`src/hw/uart_defines.svh`:
```
`ifndef UART_DEFINES_SVH
`define UART_DEFINES_SVH

// serial timing
`define CLKS_PER_BIT 8   // clocks per bit on the line
`define SYNC_STAGES  3   // rx input synchronizer depth

// register byte offsets on the AXI4-Lite port
`define ADDR_CTRL   4'h0   // parity enable, odd parity
`define ADDR_STATUS 4'h4   // busy, valid and error flags
`define ADDR_TXDATA 4'h8   // write starts a frame
`define ADDR_RXDATA 4'hC   // read clears rx status

`endif

```
`src/hw/uart_pkg.sv`:
```
package uart_pkg;

	typedef logic [7:0] uart_byte_t;   // one serial data byte
	typedef logic [3:0] reg_addr_t;    // register byte offset
	typedef logic [1:0] axi_resp_t;    // AXI response code

	localparam axi_resp_t RESP_OKAY   = 2'b00;
	localparam axi_resp_t RESP_SLVERR = 2'b10;

	typedef enum logic [2:0] {
		TX_IDLE,
		TX_START,
		TX_DATA,
		TX_PARITY,
		TX_STOP
	} tx_state_t;

	typedef enum logic [2:0] {
		RX_IDLE,
		RX_START,
		RX_DATA,
		RX_PARITY,
		RX_STOP
	} rx_state_t;

endpackage

```
`src/hw/uart_tx.sv`:
```
`timescale 1ns/1ps
`include "uart_defines.svh"

module uart_tx import uart_pkg::*; (
	input  logic       clk,
	input  logic       reset,
	input  logic       i_start,
	input  uart_byte_t i_data,
	input  logic       i_parity_en,
	input  logic       i_parity_odd,
	output logic       o_busy,
	output logic       o_tx
);

	localparam int CNT_W = $clog2(`CLKS_PER_BIT + 1);

	tx_state_t        state;
	logic [CNT_W-1:0] baud_cnt;
	logic [2:0]       bit_idx;     // data bit being sent
	uart_byte_t       shift_reg;
	logic             parity_bit;
	logic             parity_en_q; // held for the whole frame
	logic             bit_end;

	assign bit_end = (baud_cnt == CNT_W'(`CLKS_PER_BIT - 1));

	always_ff @(posedge clk) begin
		if (reset || state == TX_IDLE || bit_end) begin
			baud_cnt <= '0;
		end else begin
			baud_cnt <= baud_cnt + 1'b1;
		end
	end

	always_ff @(posedge clk) begin
		if (reset) begin
			state       <= TX_IDLE;
			o_busy      <= 1'b0;
			o_tx        <= 1'b1;   // line idles high
			bit_idx     <= '0;
			parity_en_q <= 1'b0;
		end else begin
			case (state)
				TX_IDLE: if (i_start) begin
					state       <= TX_START;
					o_busy      <= 1'b1;
					o_tx        <= 1'b0;   // start bit
					parity_en_q <= i_parity_en;
				end
				TX_START: if (bit_end) begin
					state   <= TX_DATA;
					o_tx    <= shift_reg[0];
					bit_idx <= '0;
				end
				TX_DATA: if (bit_end) begin
					if (bit_idx == 3'd7) begin
						if (parity_en_q) begin
							state <= TX_PARITY;
							o_tx  <= parity_bit;
						end else begin
							state <= TX_STOP;
							o_tx  <= 1'b1;
						end
					end else begin
						o_tx    <= shift_reg[0];   // lsb first
						bit_idx <= bit_idx + 1'b1;
					end
				end
				TX_PARITY: if (bit_end) begin
					state <= TX_STOP;
					o_tx  <= 1'b1;   // stop bit
				end
				TX_STOP: if (bit_end) begin
					state  <= TX_IDLE;
					o_busy <= 1'b0;
				end
				default: state <= TX_IDLE;
			endcase
		end
	end

	always_ff @(posedge clk) begin
		if (state == TX_IDLE && i_start) begin
			shift_reg  <= i_data;
			parity_bit <= ^i_data ^ i_parity_odd;   // even parity unless odd set
		end else if (bit_end && (state == TX_START || state == TX_DATA)) begin
			shift_reg <= {1'b0, shift_reg[7:1]};
		end
	end

	// register block must hold off a new frame until busy drops
	a_no_start_when_busy: assert property (@(posedge clk) disable iff (reset)
		i_start |-> !o_busy);

	a_idle_line_high: assert property (@(posedge clk) disable iff (reset)
		(state == TX_IDLE) |-> o_tx);

endmodule

```
`src/hw/uart_rx.sv`:
```
`timescale 1ns/1ps
`include "uart_defines.svh"

module uart_rx import uart_pkg::*; (
	input  logic       clk,
	input  logic       reset,
	input  logic       i_rx,
	input  logic       i_parity_en,
	input  logic       i_parity_odd,
	output logic       o_done,
	output uart_byte_t o_data,
	output logic       o_parity_err,
	output logic       o_frame_err
);

	localparam int CNT_W = $clog2(`CLKS_PER_BIT + 1);
	localparam int HALF  = (`CLKS_PER_BIT / 2 > 0) ? `CLKS_PER_BIT / 2 : 1;

	rx_state_t               state;
	logic [`SYNC_STAGES-1:0] sync_q;
	logic                    rx_s;       // synchronized line
	logic                    rx_prev;    // for falling edge
	logic [CNT_W-1:0]        baud_cnt;
	logic [2:0]              bit_idx;
	uart_byte_t              data_q;
	logic                    par_err_q;
	logic                    mid_start;
	logic                    bit_end;
	logic                    sample;     // mid-bit strobe

	assign rx_s      = sync_q[`SYNC_STAGES-1];
	assign mid_start = (baud_cnt == CNT_W'(HALF - 1));
	assign bit_end   = (baud_cnt == CNT_W'(`CLKS_PER_BIT - 1));
	// first strobe lands half a bit in, the rest one bit apart
	assign sample    = (state == RX_START) ? mid_start : bit_end;

	always_ff @(posedge clk) begin
		if (reset) begin
			sync_q  <= '1;
			rx_prev <= 1'b1;
		end else begin
			sync_q  <= {sync_q[`SYNC_STAGES-2:0], i_rx};
			rx_prev <= rx_s;
		end
	end

	always_ff @(posedge clk) begin
		if (reset || state == RX_IDLE || sample) begin
			baud_cnt <= '0;   // restarts on each start edge
		end else begin
			baud_cnt <= baud_cnt + 1'b1;
		end
	end

	always_ff @(posedge clk) begin
		if (reset) begin
			state        <= RX_IDLE;
			bit_idx      <= '0;
			par_err_q    <= 1'b0;
			o_done       <= 1'b0;
			o_parity_err <= 1'b0;
			o_frame_err  <= 1'b0;
		end else begin
			o_done <= 1'b0;
			case (state)
				RX_IDLE: if (rx_prev && !rx_s) begin
					state     <= RX_START;
					par_err_q <= 1'b0;
				end
				RX_START: if (sample) begin
					state   <= rx_s ? RX_IDLE : RX_DATA;   // glitch goes back
					bit_idx <= '0;
				end
				RX_DATA: if (sample) begin
					bit_idx <= bit_idx + 1'b1;
					if (bit_idx == 3'd7) begin
						state <= i_parity_en ? RX_PARITY : RX_STOP;
					end
				end
				RX_PARITY: if (sample) begin
					par_err_q <= rx_s ^ (^data_q) ^ i_parity_odd;
					state     <= RX_STOP;
				end
				RX_STOP: if (sample) begin
					o_done       <= 1'b1;
					o_parity_err <= par_err_q;
					o_frame_err  <= !rx_s;   // stop bit must be high
					state        <= RX_IDLE;
				end
				default: state <= RX_IDLE;
			endcase
		end
	end

	always_ff @(posedge clk) begin
		if (state == RX_DATA && sample) begin
			data_q <= {rx_s, data_q[7:1]};   // lsb arrives first
		end
		if (state == RX_STOP && sample) begin
			o_data <= data_q;
		end
	end

	a_done_single_pulse: assert property (@(posedge clk) disable iff (reset)
		o_done |=> !o_done);

endmodule

```
`src/hw/uart_regs.sv`:
```
`timescale 1ns/1ps
`include "uart_defines.svh"

module uart_regs import uart_pkg::*; (
	input  logic        clk,
	input  logic        reset,
	input  logic        i_awvalid,
	output logic        o_awready,
	input  reg_addr_t   i_awaddr,
	input  logic        i_wvalid,
	output logic        o_wready,
	input  logic [31:0] i_wdata,
	output logic        o_bvalid,
	input  logic        i_bready,
	output axi_resp_t   o_bresp,
	input  logic        i_arvalid,
	output logic        o_arready,
	input  reg_addr_t   i_araddr,
	output logic        o_rvalid,
	input  logic        i_rready,
	output logic [31:0] o_rdata,
	output axi_resp_t   o_rresp,
	output logic        o_tx_start,
	output uart_byte_t  o_tx_data,
	input  logic        i_tx_busy,
	input  logic        i_rx_done,
	input  uart_byte_t  i_rx_data,
	input  logic        i_rx_parity_err,
	input  logic        i_rx_frame_err,
	output logic        o_parity_en,
	output logic        o_parity_odd
);

	logic       wr_accept;
	logic       rd_accept;
	logic       rd_rxdata;    // accepted read of RXDATA
	logic       rx_keep;      // status survives this cycle
	logic       tx_busy_any;
	logic       rx_valid;
	logic       parity_err;
	logic       frame_err;
	logic       overrun;
	uart_byte_t rx_data;

	assign wr_accept   = i_awvalid && i_wvalid && !o_bvalid;
	assign rd_accept   = i_arvalid && !o_rvalid;
	assign o_awready   = wr_accept;
	assign o_wready    = wr_accept;
	assign o_arready   = rd_accept;
	assign rd_rxdata   = rd_accept && (i_araddr == `ADDR_RXDATA);
	assign rx_keep     = !rd_rxdata;
	// busy also covers the cycle of the start pulse, before tx reacts
	assign tx_busy_any = i_tx_busy || o_tx_start;

	always_ff @(posedge clk) begin
		if (reset) begin
			o_bvalid     <= 1'b0;
			o_tx_start   <= 1'b0;
			o_parity_en  <= 1'b0;
			o_parity_odd <= 1'b0;
		end else begin
			o_tx_start <= 1'b0;
			if (wr_accept) begin
				o_bvalid <= 1'b1;
				if (i_awaddr == `ADDR_CTRL) begin
					o_parity_en  <= i_wdata[0];
					o_parity_odd <= i_wdata[1];
				end else if (i_awaddr == `ADDR_TXDATA && !tx_busy_any) begin
					o_tx_start <= 1'b1;
				end
			end else if (i_bready) begin
				o_bvalid <= 1'b0;
			end
		end
	end

	always_ff @(posedge clk) begin
		if (wr_accept) begin
			o_tx_data <= i_wdata[7:0];
			if (i_awaddr == `ADDR_CTRL) begin
				o_bresp <= RESP_OKAY;
			end else if (i_awaddr == `ADDR_TXDATA && !tx_busy_any) begin
				o_bresp <= RESP_OKAY;
			end else begin
				o_bresp <= RESP_SLVERR;   // busy, read-only or unmapped
			end
		end
	end

	// sticky rx status, a new byte in the clearing cycle wins
	always_ff @(posedge clk) begin
		if (reset) begin
			rx_valid   <= 1'b0;
			parity_err <= 1'b0;
			frame_err  <= 1'b0;
			overrun    <= 1'b0;
			o_rvalid   <= 1'b0;
		end else begin
			rx_valid   <= i_rx_done || (rx_valid && rx_keep);
			parity_err <= (i_rx_done && i_rx_parity_err) || (parity_err && rx_keep);
			frame_err  <= (i_rx_done && i_rx_frame_err) || (frame_err && rx_keep);
			overrun    <= (i_rx_done && rx_valid && rx_keep) || (overrun && rx_keep);
			if (rd_accept) begin
				o_rvalid <= 1'b1;
			end else if (i_rready) begin
				o_rvalid <= 1'b0;
			end
		end
	end

	always_ff @(posedge clk) begin
		if (i_rx_done) begin
			rx_data <= i_rx_data;
		end
		if (rd_accept) begin
			o_rresp <= RESP_OKAY;
			case (i_araddr)
				`ADDR_CTRL:   o_rdata <= {30'd0, o_parity_odd, o_parity_en};
				`ADDR_STATUS: o_rdata <= {27'd0, overrun, frame_err, parity_err,
					rx_valid, tx_busy_any};
				`ADDR_RXDATA: o_rdata <= {24'd0, rx_data};
				default: begin
					o_rdata <= '0;
					o_rresp <= RESP_SLVERR;   // TXDATA is write only
				end
			endcase
		end
	end

	a_bvalid_held: assert property (@(posedge clk) disable iff (reset)
		o_bvalid && !i_bready |=> o_bvalid);

	a_rvalid_held: assert property (@(posedge clk) disable iff (reset)
		o_rvalid && !i_rready |=> o_rvalid);

endmodule

```
`src/hw/uart_top.sv`:
```
`timescale 1ns/1ps
`include "uart_defines.svh"

module uart_top import uart_pkg::*; (
	input  logic        clk,
	input  logic        reset,
	input  logic        i_awvalid,
	output logic        o_awready,
	input  reg_addr_t   i_awaddr,
	input  logic        i_wvalid,
	output logic        o_wready,
	input  logic [31:0] i_wdata,
	output logic        o_bvalid,
	input  logic        i_bready,
	output axi_resp_t   o_bresp,
	input  logic        i_arvalid,
	output logic        o_arready,
	input  reg_addr_t   i_araddr,
	output logic        o_rvalid,
	input  logic        i_rready,
	output logic [31:0] o_rdata,
	output axi_resp_t   o_rresp,
	input  logic        i_rx,
	output logic        o_tx
);

	logic       tx_start;
	uart_byte_t tx_data;
	logic       tx_busy;
	logic       rx_done;
	uart_byte_t rx_data;
	logic       rx_parity_err;
	logic       rx_frame_err;
	logic       parity_en;
	logic       parity_odd;   // shared by both serial sides

	uart_regs u_regs (
		.clk(clk), .reset(reset),
		.i_awvalid(i_awvalid), .o_awready(o_awready), .i_awaddr(i_awaddr),
		.i_wvalid(i_wvalid), .o_wready(o_wready), .i_wdata(i_wdata),
		.o_bvalid(o_bvalid), .i_bready(i_bready), .o_bresp(o_bresp),
		.i_arvalid(i_arvalid), .o_arready(o_arready), .i_araddr(i_araddr),
		.o_rvalid(o_rvalid), .i_rready(i_rready), .o_rdata(o_rdata), .o_rresp(o_rresp),
		.o_tx_start(tx_start), .o_tx_data(tx_data), .i_tx_busy(tx_busy),
		.i_rx_done(rx_done), .i_rx_data(rx_data),
		.i_rx_parity_err(rx_parity_err), .i_rx_frame_err(rx_frame_err),
		.o_parity_en(parity_en), .o_parity_odd(parity_odd)
	);

	uart_tx u_tx (
		.clk(clk), .reset(reset),
		.i_start(tx_start), .i_data(tx_data),
		.i_parity_en(parity_en), .i_parity_odd(parity_odd),
		.o_busy(tx_busy), .o_tx(o_tx)
	);

	uart_rx u_rx (
		.clk(clk), .reset(reset), .i_rx(i_rx),
		.i_parity_en(parity_en), .i_parity_odd(parity_odd),
		.o_done(rx_done), .o_data(rx_data),
		.o_parity_err(rx_parity_err), .o_frame_err(rx_frame_err)
	);

endmodule

```
`config.mk`:
```
export PLATFORM = sky130hd
export DESIGN_NAME = uart_top
export DESIGN_NICKNAME = d
export VERILOG_FILES = /design/src/hw/uart_pkg.sv /design/src/hw/uart_tx.sv /design/src/hw/uart_rx.sv /design/src/hw/uart_regs.sv /design/src/hw/uart_top.sv
export VERILOG_INCLUDE_DIRS = /design/src /design/src/hw
export SDC_FILE = /design/constraint.sdc
export NUM_CORES = 1
export LEC_CHECK = 0
export ABC_CLOCK_PERIOD_IN_PS = 2600
export BUFFER_PORTS_ARGS = -buffer_cell sky130_fd_sc_hd__buf_2
export CAP_MARGIN = 25
export CORE_ASPECT_RATIO = 0.7
export CORE_MARGIN = 3
export CORE_UTILIZATION = 50
export DETAILED_ROUTE_END_ITERATION = 12
export MAX_ROUTING_LAYER = met4
export PLACE_DENSITY = 0.75
export SETUP_SLACK_MARGIN = 0.3
export SYNTH_ARGS = -nofsm -noshare
export SYNTH_HDL_FRONTEND = slang
export SYNTH_SLANG_ARGS = --single-unit
```
`constraint.sdc`:
```
create_clock -name clk -period 2.6 [get_ports clk]
set_input_delay 0.13 -clock clk [delete_from_list [all_inputs] [get_ports clk]]
set_output_delay 0.13 -clock clk [all_outputs]
set_load 0.01 [all_outputs]
```
==> results_tabular.tex, run 1 <==
\begin{tabular}{lr}
\hline
Metric & Value \\
\hline
\multicolumn{2}{l}{\textbf{STA}} \\
\quad Final Max Slew Viols & 0 \\
\quad Final critical delay including setup and external delays & 2.00 ns \\
\quad Final total negative setup slack & 0 ns \\
\quad Final number of setup-violating endpoints & 0 \\
\quad Max-slew headroom & 0.559 \\
\quad Final worst setup slack & 0.603 ns \\
\quad Slew at the pin closest to its max-slew limit & 0.661 ns \\
\quad Layout Skew & 0.00889 ns \\
\quad Maximum clock frequency & 501 MHz \\
\quad Final hold violations & 0 \\
\quad Period Utilization, post-route & 0.768 \\
\quad Unrepaired setup endpoints after global routing & no \\
\multicolumn{2}{l}{\textbf{Setup path}} \\
\quad Endpoint kind of the worst setup timing path & flip-flop \\
\quad Critical path arrival & 1.99 ns \\
\quad Worst-path maximum fanout & 18 \\
\quad Category of the critical setup timing path & flip-flop to flip-flop \\
\quad WP data required & 2.59 ns \\
\quad Startpoint class of the critical path & flip-flop \\
\multicolumn{2}{l}{\textbf{Layout}} \\
\quad Post-route standard cell area excluding fillers & 4550 µm² \\
\quad Final net count & 436 \\
\quad Most common cell after layout, fill and taps aside & edfxtp\_1 \\
\quad Post-Layout Cell Count & 485 \\
\quad Number of antenna cells inserted & 0 \\
\quad Most used cells in the layout excluding fill and tap cells & edfxtp\_1, dfxtp\_1, buf\_2 \\
\quad Area overhead of the layout relative to synthesis & 13.2\% \\
\quad Fraction of final layout cells sized beyond drive strength 1 & 0.168 \\
\multicolumn{2}{l}{\textbf{Synthesis}} \\
\quad Count of mapped cells out of synthesis & 338 \\
\quad Compound-gate portion of the synthesized area & 0.0840 \\
\quad Area share of and/or/nand/nor cells after synthesis & 0.147 \\
\quad Post-synthesis share of cell area spent on xor and xnor gates & 0.0513 \\
\quad Top cell type by total area after synthesis & edfxtp\_1 \\
\quad Post-synth EDFFs & 51 \\
\quad Portion of netlist area occupied by mux cells & 0.0420 \\
\quad Register bit count reported by yosys & 91 \\
\quad Area share of the largest cell type after synthesis & 0.381 \\
\quad Count of cell types in the netlist & 54 \\
\quad Mapped cell area & 4020 µm² \\
\quad Synth async-reset ratio & 0 \\
\quad Share of the yosys chip area belonging to registers & 0.580 \\
\quad Ranking of synthesized cells by area & edfxtp\_1, dfxtp\_1, buf\_4 \\
\quad Synthesized-area fraction occupied by adder cells & 0.0187 \\
\quad Most used flip-flop cell after synthesis & edfxtp\_1 \\
\quad Synth Warn \# & 0 \\
\quad Combinational family with the most area after synthesis & simple AND/OR/NAND/NOR gates \\
\quad Average cell area after synthesis & 11.9 µm² \\
\multicolumn{2}{l}{\textbf{Clock tree}} \\
\quad Cts hold-fix bufs & 9 \\
\quad Number of levels the H-tree was split into & 3 \\
\quad Post-cts gate resize count & 0 \\
\quad Inserted Clock Buffers & 9 \\
\quad Clock Tree Root & clkbuf\_16 \\
\quad Sinks on the clock net & 91 \\
\quad Clock latency reported for the late side of the worst-skew pair & 0.34 ns \\
\quad TritonCTS clock tree & yes \\
\quad Post-CTS clock slew at the launch and capture registers of the worst setup and hold paths & 0.07 ns \\
\quad Longest Clk Path Bufs & 2 \\
\quad Total setup buffers inserted after CTS & 0 \\
\multicolumn{2}{l}{\textbf{Floorplanning}} \\
\quad Core region area & 7550 µm² \\
\quad Number of top-level pins & 90 \\
\quad Standard-cell rows & 26 \\
\quad Height of the die & 81.1 µm \\
\quad Initial cell density of the core & 0.533 \\
\quad DIE WIDTH & 113 µm \\
\quad Die outline area & 9180 µm² \\
\multicolumn{2}{l}{\textbf{Global route}} \\
\quad Largest net degree at the start of global routing & 30 \\
\quad Grt peak-use layer & met1 \\
\quad Grt ovf & 0 \\
\quad Global-route wire length before repair & 11000 µm \\
\quad Global-route track usage on met2 & 0.218 \\
\quad Number of global-route vias before repair & 2255 \\
\quad Met1 Usage GRT & 0.219 \\
\quad Met3 Use GR & 0.0410 \\
\quad Total global-route track usage & 0.159 \\
\quad Number of antenna violations at the first check in global routing & 0 \\
\multicolumn{2}{l}{\textbf{Power and ir drop}} \\
\quad Net load switching power & 0.000632 W \\
\quad Power share of the combinational group & 0.054 \\
\quad Register share of total power & 0.536 \\
\quad Internal power summed over all cells & 0.00226 W \\
\quad Switching share of power & 0.219 \\
\quad Cell Pwr Density & 635 nW/µm² \\
\quad Final Total Pwr & 0.00289 W \\
\quad Leakage power summed over all cells & 1.72 nW \\
\quad Maximum vdd ir drop & 0.260 mV \\
\quad Clock Power Share & 0.410 \\
\multicolumn{2}{l}{\textbf{Placement}} \\
\quad Final GP Congestion & 0.852 \\
\quad Post-detailed-placement cell area & 4190 µm² \\
\quad Port buffer count & 39 \\
\quad Worst slack at placement & 0.666 ns \\
\quad Dpl hpwl & 4520 µm \\
\quad Inst Count DP & 460 \\
\multicolumn{2}{l}{\textbf{Routing}} \\
\quad Total iterations of the first detailed-routing run & 4 \\
\quad WL per Instance & 13.5 µm \\
\quad Per-cell via count in the routed design & 5.10 \\
\quad Number of routed nets with antenna violations & 0 \\
\quad Final WL & 6560 µm \\
\quad Vias & 2472 \\
\quad DRC marker count from the first detailed-route iteration & 181 \\
\quad Remaining design rule violation count & 0 \\
\multicolumn{2}{l}{\textbf{Status}} \\
\quad Outcome & finished, final reports clean \\
\multicolumn{2}{l}{\textbf{Min path}} \\
\quad Min-delay worst type & input port to flip-flop \\
\multicolumn{2}{l}{\textbf{Flow run}} \\
\quad Max-capacitance violation count & 0 \\
\hline
\end{tabular}
[area by class of cell]
type,count,area (µm²)
Fill cell,614,2990
Timing Repair Buffer,52,315
Clock buffer,10,229
Sequential cell,91,2330
Clock inverter,6,48.8
Tap cell,98,123
Inverter,7,26.3
Multi-Input combinational cell,221,1480
[final timing paths]
| check | startpoint | end | slack (ns) | depth (start not counted) |
|---|---|---|---|---|
| setup / recovery | u_rx.state[1]$_SDFFE_PP0P_ | u_rx.data_q[7]$_DFFE_PP_ | 0.60 | 4 |
| hold / removal | i_rready | u_regs.o_rvalid$_SDFFE_PP0P_ | 0.006 | 2 |
| setup reg to reg | u_rx.state[1]$_SDFFE_PP0P_ | u_rx.data_q[7]$_DFFE_PP_ | 0.60 | 4 |
| hold reg to reg | u_rx.sync_q[0]$_SDFF_PP1_ | u_rx.sync_q[1]$_SDFF_PP1_ | 0.41 | 1 |
[through the flow]
step | utilization | hold WS [ns]
floorplan | - | 0.229
global placement | 0.555 | 0.306
detailed placement | 0.555 | 0.309
CTS | 0.603 | 0.00295
global route | 0.603 | 0.00671
finish | 0.603 | 0.00630
[power by group through the flow]
stage / clock, W / combinational [W] / sequential [W]
2_1_floorplan: 0 / 0.000121 / 0.00158
3_3_place_gp: 0 / 0.000142 / 0.00158
3_5_place_dp: 0 / 0.000146 / 0.00158
4_1_cts: 0.00122 / 0.000157 / 0.00155
5_1_grt: 0.00129 / 0.000175 / 0.00155
6_report: 0.00118 / 0.000156 / 0.00155
[logic make-up after synthesis]
kind of cell,Yosys count
AND/OR/NAND/NOR,101
flip-flops,91
buffers and inverters,51
AO/OA/AOI/OAI,50
XOR/XNOR,22
multiplexers,16
adder cells (fa/ha/maj),6
other,1
[layer usage]
layer / share of wire / vias up
li1: - / 1252
met1: 0.51 / 1133
met2: 0.41 / 79
met3: 0.064 / 8
met4: 0.016 / 0
met5: 0 / -
[Yosys cell counts, types with 2 or more instances]
library cell	n
nor2_1	25
nor3_1	12
mux2_1	7
nand4b_1	3
o41ai_1	3
nand3_1	5
a31oi_1	4
and2_1	4
mux2i_1	9
o211ai_1	3
buf_4	28
nor2b_1	8
a211oi_1	5
ha_1	6
a21o_1	5
nand4_1	2
and4_1	2
nand3b_1	4
nor3b_1	3
nand2b_1	7
o21ai_0	6
or2_2	2
o21ai_1	2
nor3b_2	2
and3_1	6
xor2_1	5
clkbuf_1	7
xnor2_1	16
edfxtp_1	51
inv_1	7
dfxtp_1	40
buf_2	8
nand2_1	7
a22oi_1	2
or2_1	2
a21oi_1	10
a22o_1	2
o22ai_1	2
[critical path, stage by stage (launching register included)]
cell and delay, ns:
dfxtp_1 0.74, nor3b_4 0.11, xnor2_1 0.20, nor2_1 0.15, and4bb_1 0.44
(Power assumes the default switching activity.)
==> inputs of run 2 (changes only) <==
--- a/config.mk
+++ b/config.mk
@@ -6,15 +6,16 @@
 export SDC_FILE = /design/constraint.sdc
 export NUM_CORES = 1
 export LEC_CHECK = 0
-export ABC_CLOCK_PERIOD_IN_PS = 2600
+export ABC_AREA = 1
+export ABC_CLOCK_PERIOD_IN_PS = 1700
 export BUFFER_PORTS_ARGS = -buffer_cell sky130_fd_sc_hd__buf_2
 export CAP_MARGIN = 25
 export CORE_ASPECT_RATIO = 0.7
 export CORE_MARGIN = 3
-export CORE_UTILIZATION = 50
+export CORE_UTILIZATION = 49
 export DETAILED_ROUTE_END_ITERATION = 12
 export MAX_ROUTING_LAYER = met4
-export PLACE_DENSITY = 0.75
+export PLACE_DENSITY = 0.76
 export SETUP_SLACK_MARGIN = 0.3
 export SYNTH_ARGS = -nofsm -noshare
 export SYNTH_HDL_FRONTEND = slang
==> constraint.sdc (replaced) <==
create_clock -name clk -period 1.7 [get_ports clk]
set_input_delay 0.085 -clock clk [delete_from_list [all_inputs] [get_ports clk]]
set_output_delay 0.085 -clock clk [all_outputs]
set_load 0.01 [all_outputs]
==> results_tabular.tex, run 2 <==
\begin{tabular}{lr}
\hline
Metric & Value \\
\hline
\multicolumn{2}{l}{\textbf{Global route}} \\
\quad Largest net degree at the start of global routing & 17 (was 30) \\
\quad Number of global-route vias before repair & 2818 (was 2255) \\
\quad Total global-route track usage & 0.182 (was 0.159) \\
\quad Global-route wire length before repair & 12800 µm (was 11000 µm) \\
\quad Number of antenna violations at the first check in global routing & 0 (unchanged) \\
\quad Grt ovf & 0 (unchanged) \\
\multicolumn{2}{l}{\textbf{Clock tree}} \\
\quad Post-CTS clock slew at the launch and capture registers of the worst setup and hold paths & 0.06 ns (was 0.07 ns) \\
\quad Clock latency reported for the late side of the worst-skew pair & 0.34 ns (about the same) \\
\quad Clock Tree Root & clkbuf\_16 (unchanged) \\
\quad Inserted Clock Buffers & 9 (unchanged) \\
\quad Sinks on the clock net & 91 (unchanged) \\
\quad Number of levels the H-tree was split into & 3 (unchanged) \\
\quad Longest Clk Path Bufs & 2 (unchanged) \\
\quad TritonCTS clock tree & yes (unchanged) \\
\multicolumn{2}{l}{\textbf{Synthesis}} \\
\quad Leading cell type by number of instances after synthesis & nand2\_1 (was edfxtp\_1) \\
\quad Cell types with the highest counts after synthesis & nand2\_1, edfxtp\_1, inv\_1, dfxtp\_1, nor2\_1 (was edfxtp\_1, dfxtp\_1, buf\_4, nor2\_1, xnor2\_1) \\
\quad Count of mapped cells out of synthesis & 419 (was 338) \\
\quad Ranking of synthesized cells by area & edfxtp\_1, dfxtp\_1, nand2\_1 (was edfxtp\_1, dfxtp\_1, buf\_4) \\
\quad Share of the yosys chip area belonging to registers & 0.577 (was 0.580) \\
\quad Register bit count reported by yosys & 91 (unchanged) \\
\quad Synth Warn \# & 0 (unchanged) \\
\quad Top cell type by total area after synthesis & edfxtp\_1 (unchanged) \\
\quad Synth async-reset ratio & 0 (unchanged) \\
\quad Area share of the largest cell type after synthesis & 0.379 (was 0.381) \\
\quad Post-synth EDFFs & 51 (unchanged) \\
\quad Most used flip-flop cell after synthesis & edfxtp\_1 (unchanged) \\
\quad Count of cell types in the netlist & 40 (was 54) \\
\quad Mapped cell area & 4040 µm² (was 4020 µm²) \\
\quad Average cell area after synthesis & 9.65 µm² (was 11.9 µm²) \\
\multicolumn{2}{l}{\textbf{Setup path}} \\
\quad Worst-path maximum fanout & 2 (was 18) \\
\quad Worst stage delay on the critical path & 0.45 ns (was 0.74 ns) \\
\quad Category of the critical setup timing path & flip-flop to flip-flop (unchanged) \\
\quad Startpoint class of the critical path & flip-flop (unchanged) \\
\quad Worst reg2reg startpoint & u\_regs.o\_tx\_data[7]\$\_DFFE\_PP\_ (was u\_rx.state[1]\$\_SDFFE\_PP0P\_) \\
\quad Critical path arrival & 1.60 ns (was 1.99 ns) \\
\quad Critical path launch point & u\_regs.o\_tx\_data[7]\$\_DFFE\_PP\_ (was u\_rx.state[1]\$\_SDFFE\_PP0P\_) \\
\quad CP max-delay cell & edfxtp\_1 (was dfxtp\_1) \\
\quad WP data required & 1.80 ns (was 2.59 ns) \\
\quad Cell chain of the critical path & xnor2\_2 -> xnor2\_2 -> xor2\_1 -> inv\_1 -> nand2\_1 -> nand2\_1 (was nor3b\_4 -> xnor2\_1 -> nor2\_1 -> and4bb\_1) \\
\quad Endpoint kind of the worst setup timing path & flip-flop (unchanged) \\
\multicolumn{2}{l}{\textbf{Floorplanning}} \\
\quad Initial cell density of the core & 0.509 (was 0.533) \\
\quad Number of top-level pins & 90 (unchanged) \\
\quad DIE WIDTH & 115 µm (was 113 µm) \\
\quad Core region area & 7940 µm² (was 7550 µm²) \\
\quad Height of the die & 82.0 µm (was 81.1 µm) \\
\quad Die outline area & 9400 µm² (was 9180 µm²) \\
\quad Standard-cell rows & 27 (was 26) \\
\multicolumn{2}{l}{\textbf{Placement}} \\
\quad Inst Count DP & 558 (was 460) \\
\quad Port buffer count & 39 (unchanged) \\
\quad Dpl hpwl & 5190 µm (was 4520 µm) \\
\quad Final GP Congestion & 0.904 (was 0.852) \\
\multicolumn{2}{l}{\textbf{Status}} \\
\quad Outcome & finished, final reports clean (unchanged) \\
\multicolumn{2}{l}{\textbf{Routing}} \\
\quad WL per Instance & 14.4 µm (was 13.5 µm) \\
\quad Number of routed nets with antenna violations & 0 (unchanged) \\
\quad Vias & 2999 (was 2472) \\
\quad Per-cell via count in the routed design & 4.94 (was 5.10) \\
\quad Remaining design rule violation count & 0 (unchanged) \\
\quad DRC marker count from the first detailed-route iteration & 239 (was 181) \\
\quad Total iterations of the first detailed-routing run & 4 (unchanged) \\
\quad Final WL & 8740 µm (was 6560 µm) \\
\multicolumn{2}{l}{\textbf{Layout}} \\
\quad Area overhead of the layout relative to synthesis & 25.9\% (was 13.2\%) \\
\quad Final core utilization & 0.641 (was 0.603) \\
\quad Final net count & 555 (was 436) \\
\quad Post-Layout Cell Count & 607 (was 485) \\
\quad Number of antenna cells inserted & 0 (unchanged) \\
\quad Fraction of final layout cells sized beyond drive strength 1 & 0.300 (was 0.168) \\
\quad Most used cells in the layout excluding fill and tap cells & nand2\_1, edfxtp\_1, inv\_1 (was edfxtp\_1, dfxtp\_1, buf\_2) \\
\quad Most common cell after layout, fill and taps aside & nand2\_1 (was edfxtp\_1) \\
\multicolumn{2}{l}{\textbf{Power and ir drop}} \\
\quad Cell Pwr Density & 1080 nW/µm² (was 635 nW/µm²) \\
\quad Maximum vdd ir drop & 0.907 mV (was 0.260 mV) \\
\quad Leakage power summed over all cells & 2.17 nW (was 1.72 nW) \\
\multicolumn{2}{l}{\textbf{STA}} \\
\quad Final Max Slew Viols & 0 (unchanged) \\
\quad Unrepaired setup endpoints after global routing & yes (was no) \\
\quad Layout Skew & 0.00449 ns (was 0.00889 ns) \\
\quad Final hold violations & 0 (unchanged) \\
\quad Period Utilization, post-route & 0.881 (was 0.768) \\
\quad Maximum clock frequency & 668 MHz (was 501 MHz) \\
\quad Final number of setup-violating endpoints & 0 (unchanged) \\
\quad Final critical delay including setup and external delays & 1.50 ns (was 2.00 ns) \\
\quad Final total negative setup slack & 0 ns (unchanged) \\
\multicolumn{2}{l}{\textbf{Flow run}} \\
\quad Max-capacitance violation count & 0 (unchanged) \\
\multicolumn{2}{l}{\textbf{Min path}} \\
\quad Origin of the worst min-delay path & i\_awaddr[0] (was i\_rready) \\
\quad Min-delay worst type & input port to flip-flop (unchanged) \\
\hline
\end{tabular}
==> run 2: cell types whose count changed in the layout (fill, tap and decap cells not counted), moves of 8 or more <==
cell / delta
nor3_1: -8
nand3_1: +14
dfxtp_2: +8
nand2_2: +10
buf_4: +18
inv_1: +38
dfxtp_1: -8
nor2b_1: -8
mux2i_1: -9
nor2_4: +8
xnor2_1: -13
nand2_1: +76
==> run 2: worst paths after layout <==
check        cells past startpoint                           end  slack [ns]
max                              6     u_tx.parity_bit$_DFFE_PP_        0.20
min                              4  u_regs.o_tx_start$_SDFF_PP0_        0.03
max reg2reg                      6     u_tx.parity_bit$_DFFE_PP_        0.20
min reg2reg                      1     u_rx.sync_q[2]$_SDFF_PP1_        0.41
==> run 2: power by group <==
| part | internal, W | switching [W] |
|---|---|---|
| clock | 0.00118 | 0.000799 |
| combinational | 0.000412 | 0.000611 |
| sequential | 0.00242 | 0.0000936 |
| total | 0.00401 | 0.00150 |
==> run 2: area by class of cell <==
class / instances / area (µm²)
repair buffers: 76 / 515
inverters: 56 / 220
clock inverters: 4 / 50.0
flip-flops and latches: 91 / 2340
well taps: 101 / 126
multi-input cells: 267 / 1590
fillers: 586 / 2850
clock buffers: 12 / 246
==> run 2: repair_timing <==
item / in CTS / in global routing
cloned: 0 / 1
buffers inserted: 9 / 12
hold buffers: 11 / 0
resized for setup: 17 / 51
pin swaps: 5 / 23
setup endpoints to repair: 39 / 51
hold endpoints to repair: 11 / 0
==> run 2: logic make-up (layout without fill, tap and decap cells) <==
kind of cell,Yosys count,in the layout,share of synthesized area
compound gates,45,45,0.0637
xor+xnor,11,11,0.0238
fa+ha+maj,6,6,0.0186
buf+inv,87,148,0.108
flops,91,91,0.577
other cells,1,26,0.000927
simple gates,178,179,0.208
==> run 2: per-layer routing <==
metal,vias up,share of wire,GRT usage
met4,0,0.014,0.0629
met1,1422,0.43,0.213
met5,-,0,-
met3,11,0.050,0.0648
met2,84,0.50,0.292
li1,1482,-,-
==> run 2: critical path: cells and delay by family (launching register included) <==
| kind | cells | cell delay [ns] |
|---|---|---|
| flip-flops | 1 | 0.45 |
| buffers and inverters | 1 | 0.07 |
| XOR/XNOR | 3 | 0.64 |
| AND/OR/NAND/NOR | 2 | 0.09 |
==> run 2: per-stage QoR <==
step | total power (W) | cell area (µm²) | setup slack, ns | hold slack (ns)
4_1_cts | 0.00530 | 4810 | 0.276 | 0.0239
2_1_floorplan | 0.00312 | 4140 | 0.333 | 0.184
6_report | 0.00551 | 5090 | 0.202 | 0.0334
3_3_place_gp | 0.00322 | 4280 | 0.188 | 0.263
5_1_grt | 0.00575 | 5090 | 0.126 | 0.0417
3_5_place_dp | 0.00324 | 4280 | 0.141 | 0.264
==> inputs of run 3 (changes only) <==
--- a/config.mk
+++ b/config.mk
@@ -7,15 +7,15 @@
 export NUM_CORES = 1
 export LEC_CHECK = 0
 export ABC_AREA = 1
-export ABC_CLOCK_PERIOD_IN_PS = 1700
+export ABC_CLOCK_PERIOD_IN_PS = 1400
 export BUFFER_PORTS_ARGS = -buffer_cell sky130_fd_sc_hd__buf_2
 export CAP_MARGIN = 25
 export CORE_ASPECT_RATIO = 0.7
 export CORE_MARGIN = 3
-export CORE_UTILIZATION = 49
+export CORE_UTILIZATION = 50
 export DETAILED_ROUTE_END_ITERATION = 12
 export MAX_ROUTING_LAYER = met4
-export PLACE_DENSITY = 0.76
+export PLACE_DENSITY = 0.75
 export SETUP_SLACK_MARGIN = 0.3
 export SYNTH_ARGS = -nofsm -noshare
 export SYNTH_HDL_FRONTEND = slang
==> constraint.sdc (replaced) <==
create_clock -name clk -period 1.4 [get_ports clk]
set_input_delay 0.07 -clock clk [delete_from_list [all_inputs] [get_ports clk]]
set_output_delay 0.07 -clock clk [all_outputs]
set_load 0.01 [all_outputs]
==> results_tabular.tex, run 3 (synthesized netlist as in run 2, its figures left out) <==
\begin{tabular}{lr}
\hline
Metric & Value \\
\hline
\multicolumn{2}{l}{\textbf{Clock tree}} \\
\quad Clock latency reported for the late side of the worst-skew pair & 0.34 ns (about the same) \\
\quad TritonCTS clock tree & yes (unchanged) \\
\quad Longest Clk Path Bufs & 2 (unchanged) \\
\quad Clock Tree Root & clkbuf\_16 (unchanged) \\
\quad Inserted Clock Buffers & 9 (unchanged) \\
\quad Number of levels the H-tree was split into & 3 (unchanged) \\
\quad Sinks on the clock net & 91 (unchanged) \\
\quad Post-CTS clock slew at the launch and capture registers of the worst setup and hold paths & 0.06 ns (about the same) \\
\multicolumn{2}{l}{\textbf{Floorplanning}} \\
\quad DIE WIDTH & 113 µm (was 115 µm) \\
\quad Core region area & 7580 µm² (was 7940 µm²) \\
\quad Height of the die & 81.2 µm (was 82.0 µm) \\
\quad Die outline area & 9220 µm² (was 9400 µm²) \\
\quad Standard-cell rows & 26 (was 27) \\
\quad Initial cell density of the core & 0.534 (was 0.509) \\
\quad Number of top-level pins & 90 (unchanged) \\
\multicolumn{2}{l}{\textbf{Layout}} \\
\quad Post-Layout Cell Count & 636 (was 607) \\
\quad Final net count & 587 (was 555) \\
\quad Most used cells in the layout excluding fill and tap cells & nand2\_1, edfxtp\_1, inv\_1 (unchanged) \\
\quad Number of antenna cells inserted & 0 (unchanged) \\
\quad Area overhead of the layout relative to synthesis & 38.6\% (was 25.9\%) \\
\quad Most common cell after layout, fill and taps aside & nand2\_1 (unchanged) \\
\quad Fraction of final layout cells sized beyond drive strength 1 & 0.401 (was 0.300) \\
\multicolumn{2}{l}{\textbf{Setup path}} \\
\quad End of the critical path & u\_rx.o\_data[0]\$\_DFFE\_PP\_ (was u\_tx.parity\_bit\$\_DFFE\_PP\_) \\
\quad Total stage count of the critical path & 7 (was 6) \\
\quad Critical path arrival & 1.54 ns (was 1.60 ns) \\
\quad Cell family contributing the most delay on the critical path & simple AND/OR/NAND/NOR gates (was XOR/XNOR gates) \\
\quad Number of cells traversed by the worst register-to-register path & 7 (was 6) \\
\quad Worst path buffer plus inverter count & 2 (was 1) \\
\quad Reg-to-reg slack, setup & -0.08 ns (was 0.20 ns) \\
\quad CP max-delay cell & dfxtp\_2 (was edfxtp\_1) \\
\quad Cell chain of the critical path & inv\_4 -> nor2\_4 -> nand2\_2 -> nand2\_2 -> nand3\_4 -> nor2\_8 -> buf\_4 (was xnor2\_2 -> xnor2\_2 -> xor2\_1 -> inv\_1 -> nand2\_1 -> nand2\_1) \\
\quad Worst-path maximum fanout & 8 (was 2) \\
\quad Worst stage delay on the critical path & 0.35 ns (was 0.45 ns) \\
\quad Endpoint kind of the worst setup timing path & flip-flop (unchanged) \\
\quad Crit-path most repeated cell & nand2\_2 \\
\quad Category of the critical setup timing path & flip-flop to flip-flop (unchanged) \\
\quad Startpoint class of the critical path & flip-flop (unchanged) \\
\quad Critical path launch point & u\_rx.state[0]\$\_SDFFE\_PP0P\_ (was u\_regs.o\_tx\_data[7]\$\_DFFE\_PP\_) \\
\quad Worst reg2reg startpoint & u\_rx.state[0]\$\_SDFFE\_PP0P\_ (was u\_regs.o\_tx\_data[7]\$\_DFFE\_PP\_) \\
\quad Worst flop-to-flop path endpoint & u\_rx.o\_data[0]\$\_DFFE\_PP\_ (was u\_tx.parity\_bit\$\_DFFE\_PP\_) \\
\quad WP data required & 1.46 ns (was 1.80 ns) \\
\multicolumn{2}{l}{\textbf{Min path}} \\
\quad Min-delay worst type & input port to flip-flop (unchanged) \\
\quad Cells on Worst Hold Path & 4 (unchanged) \\
\multicolumn{2}{l}{\textbf{STA}} \\
\quad Period Utilization, post-route & 1.06 (was 0.881) \\
\quad Unrepaired setup endpoints after global routing & yes (unchanged) \\
\quad Minimum hold slack & 0.0447 ns (was 0.0334 ns) \\
\quad Final number of setup-violating endpoints & 31 (was 0) \\
\quad Final total negative setup slack & -1.18 ns (was 0 ns) \\
\quad Layout Skew & 0.00720 ns (was 0.00449 ns) \\
\quad Final Max Slew Viols & 0 (unchanged) \\
\quad Final critical delay including setup and external delays & 1.48 ns (was 1.50 ns) \\
\quad Final hold violations & 0 (unchanged) \\
\quad Maximum clock frequency & 675 MHz (was 668 MHz) \\
\quad Final worst setup slack & -0.0822 ns (was 0.202 ns) \\
\multicolumn{2}{l}{\textbf{Routing}} \\
\quad WL per Instance & 15.3 µm (was 14.4 µm) \\
\quad Remaining design rule violation count & 0 (unchanged) \\
\quad Vias & 3195 (was 2999) \\
\quad Final WL & 9730 µm (was 8740 µm) \\
\quad Number of routed nets with antenna violations & 0 (unchanged) \\
\quad Per-cell via count in the routed design & 5.02 (was 4.94) \\
\quad Total iterations of the first detailed-routing run & 4 (unchanged) \\
\quad DRC marker count from the first detailed-route iteration & 204 (was 239) \\
\multicolumn{2}{l}{\textbf{Status}} \\
\quad Outcome & finished, violations left (was finished, final reports clean) \\
\quad Violated checks & setup timing \\
\multicolumn{2}{l}{\textbf{Placement}} \\
\quad Dpl hpwl & 5470 µm (was 5190 µm) \\
\quad Inst Count DP & 562 (was 558) \\
\quad Final GP Congestion & 0.862 (was 0.904) \\
\quad Port buffer count & 39 (unchanged) \\
\multicolumn{2}{l}{\textbf{Power and ir drop}} \\
\quad Maximum vdd ir drop & 0.898 mV (was 0.907 mV) \\
\quad Cell Pwr Density & 1240 nW/µm² (was 1080 nW/µm²) \\
\quad Leakage power summed over all cells & 2.34 nW (was 2.17 nW) \\
\quad Final Total Pwr & 0.00694 W (was 0.00551 W) \\
\multicolumn{2}{l}{\textbf{Global route}} \\
\quad Grt ovf & 0 (unchanged) \\
\quad Global-route wire length before repair & 14200 µm (was 12800 µm) \\
\quad Number of global-route vias before repair & 3058 (was 2818) \\
\quad Total global-route track usage & 0.205 (was 0.182) \\
\quad Largest net degree at the start of global routing & 17 (unchanged) \\
\quad Number of antenna violations at the first check in global routing & 0 (unchanged) \\
\multicolumn{2}{l}{\textbf{Flow run}} \\
\quad Max-capacitance violation count & 0 (unchanged) \\
\hline
\end{tabular}
## run 3: cell types whose count changed in the layout (fill, tap and decap cells not counted), sizes merged
cell    delta
clkbuf     +2
bufinv     -1
nor2       -1
buf       +32
inv        -1
clkinv     +1
## run 3: stage by stage
step,setup WS (ns),utilization,area [µm²]
after global placement,0.0306,0.589,4470
after floorplan,0.0923,-,4280
after global routing,-0.142,0.740,5610
after detailed placement,-0.0454,0.589,4470
after CTS,0.00408,0.689,5220
final,-0.0822,0.740,5610
## run 3: area by class of cell
type                            instances  area [µm²]
Clock inverter                          2        10.0
Multi-Input combinational cell        266        1710
Sequential cell                        91        2360
Inverter                               56         234
Fill cell                             495        1970
Tap cell                               98         123
Timing Repair Buffer                  108         881
Clock buffer                           14         274
Timing Repair inverter                  1        11.3
## run 3: worst min-delay path by stage
stage                     start  slack (ns)                            end
finish              i_awaddr[0]        0.04   u_regs.o_tx_start$_SDFF_PP0_
global route           i_rready        0.05   u_regs.o_rvalid$_SDFFE_PP0P_
CTS                 i_awaddr[2]        0.02   u_regs.o_tx_start$_SDFF_PP0_
detailed placement   i_wdata[3]        0.25  u_regs.o_tx_data[3]$_DFFE_PP_
global placement     i_wdata[4]        0.25  u_regs.o_tx_data[4]$_DFFE_PP_
floorplan            i_wdata[0]        0.17  u_regs.o_tx_data[0]$_DFFE_PP_
## run 3: repair_timing
item	in CTS	in global routing
gates resized for setup	39	65
buffers inserted	26	19
endpoints found under the hold margin	11	0
pin swaps	23	26
endpoints found under the setup margin	64	69
hold buffers	11	0
gates cloned	2	0
## run 3: per-layer routing
| metal | track usage | routed length (µm) |
|---|---|---|
| met1 | 0.236 | 3930 |
| met2 | 0.358 | 5170 |
| met3 | 0.0469 | 415 |
| met4 | 0.0720 | 221 |
| met5 | - | 0 |
## run 3: tightest hold or removal path, delay by kind of cell
family	cells	cell delay, ns
simple gates	3	0.18
buf+inv	1	0.08
## run 3: power breakdown
part           switching, W  internal [W]
Combinational      0.000877      0.000719
Sequential         0.000117       0.00295
Clock              0.000940       0.00134
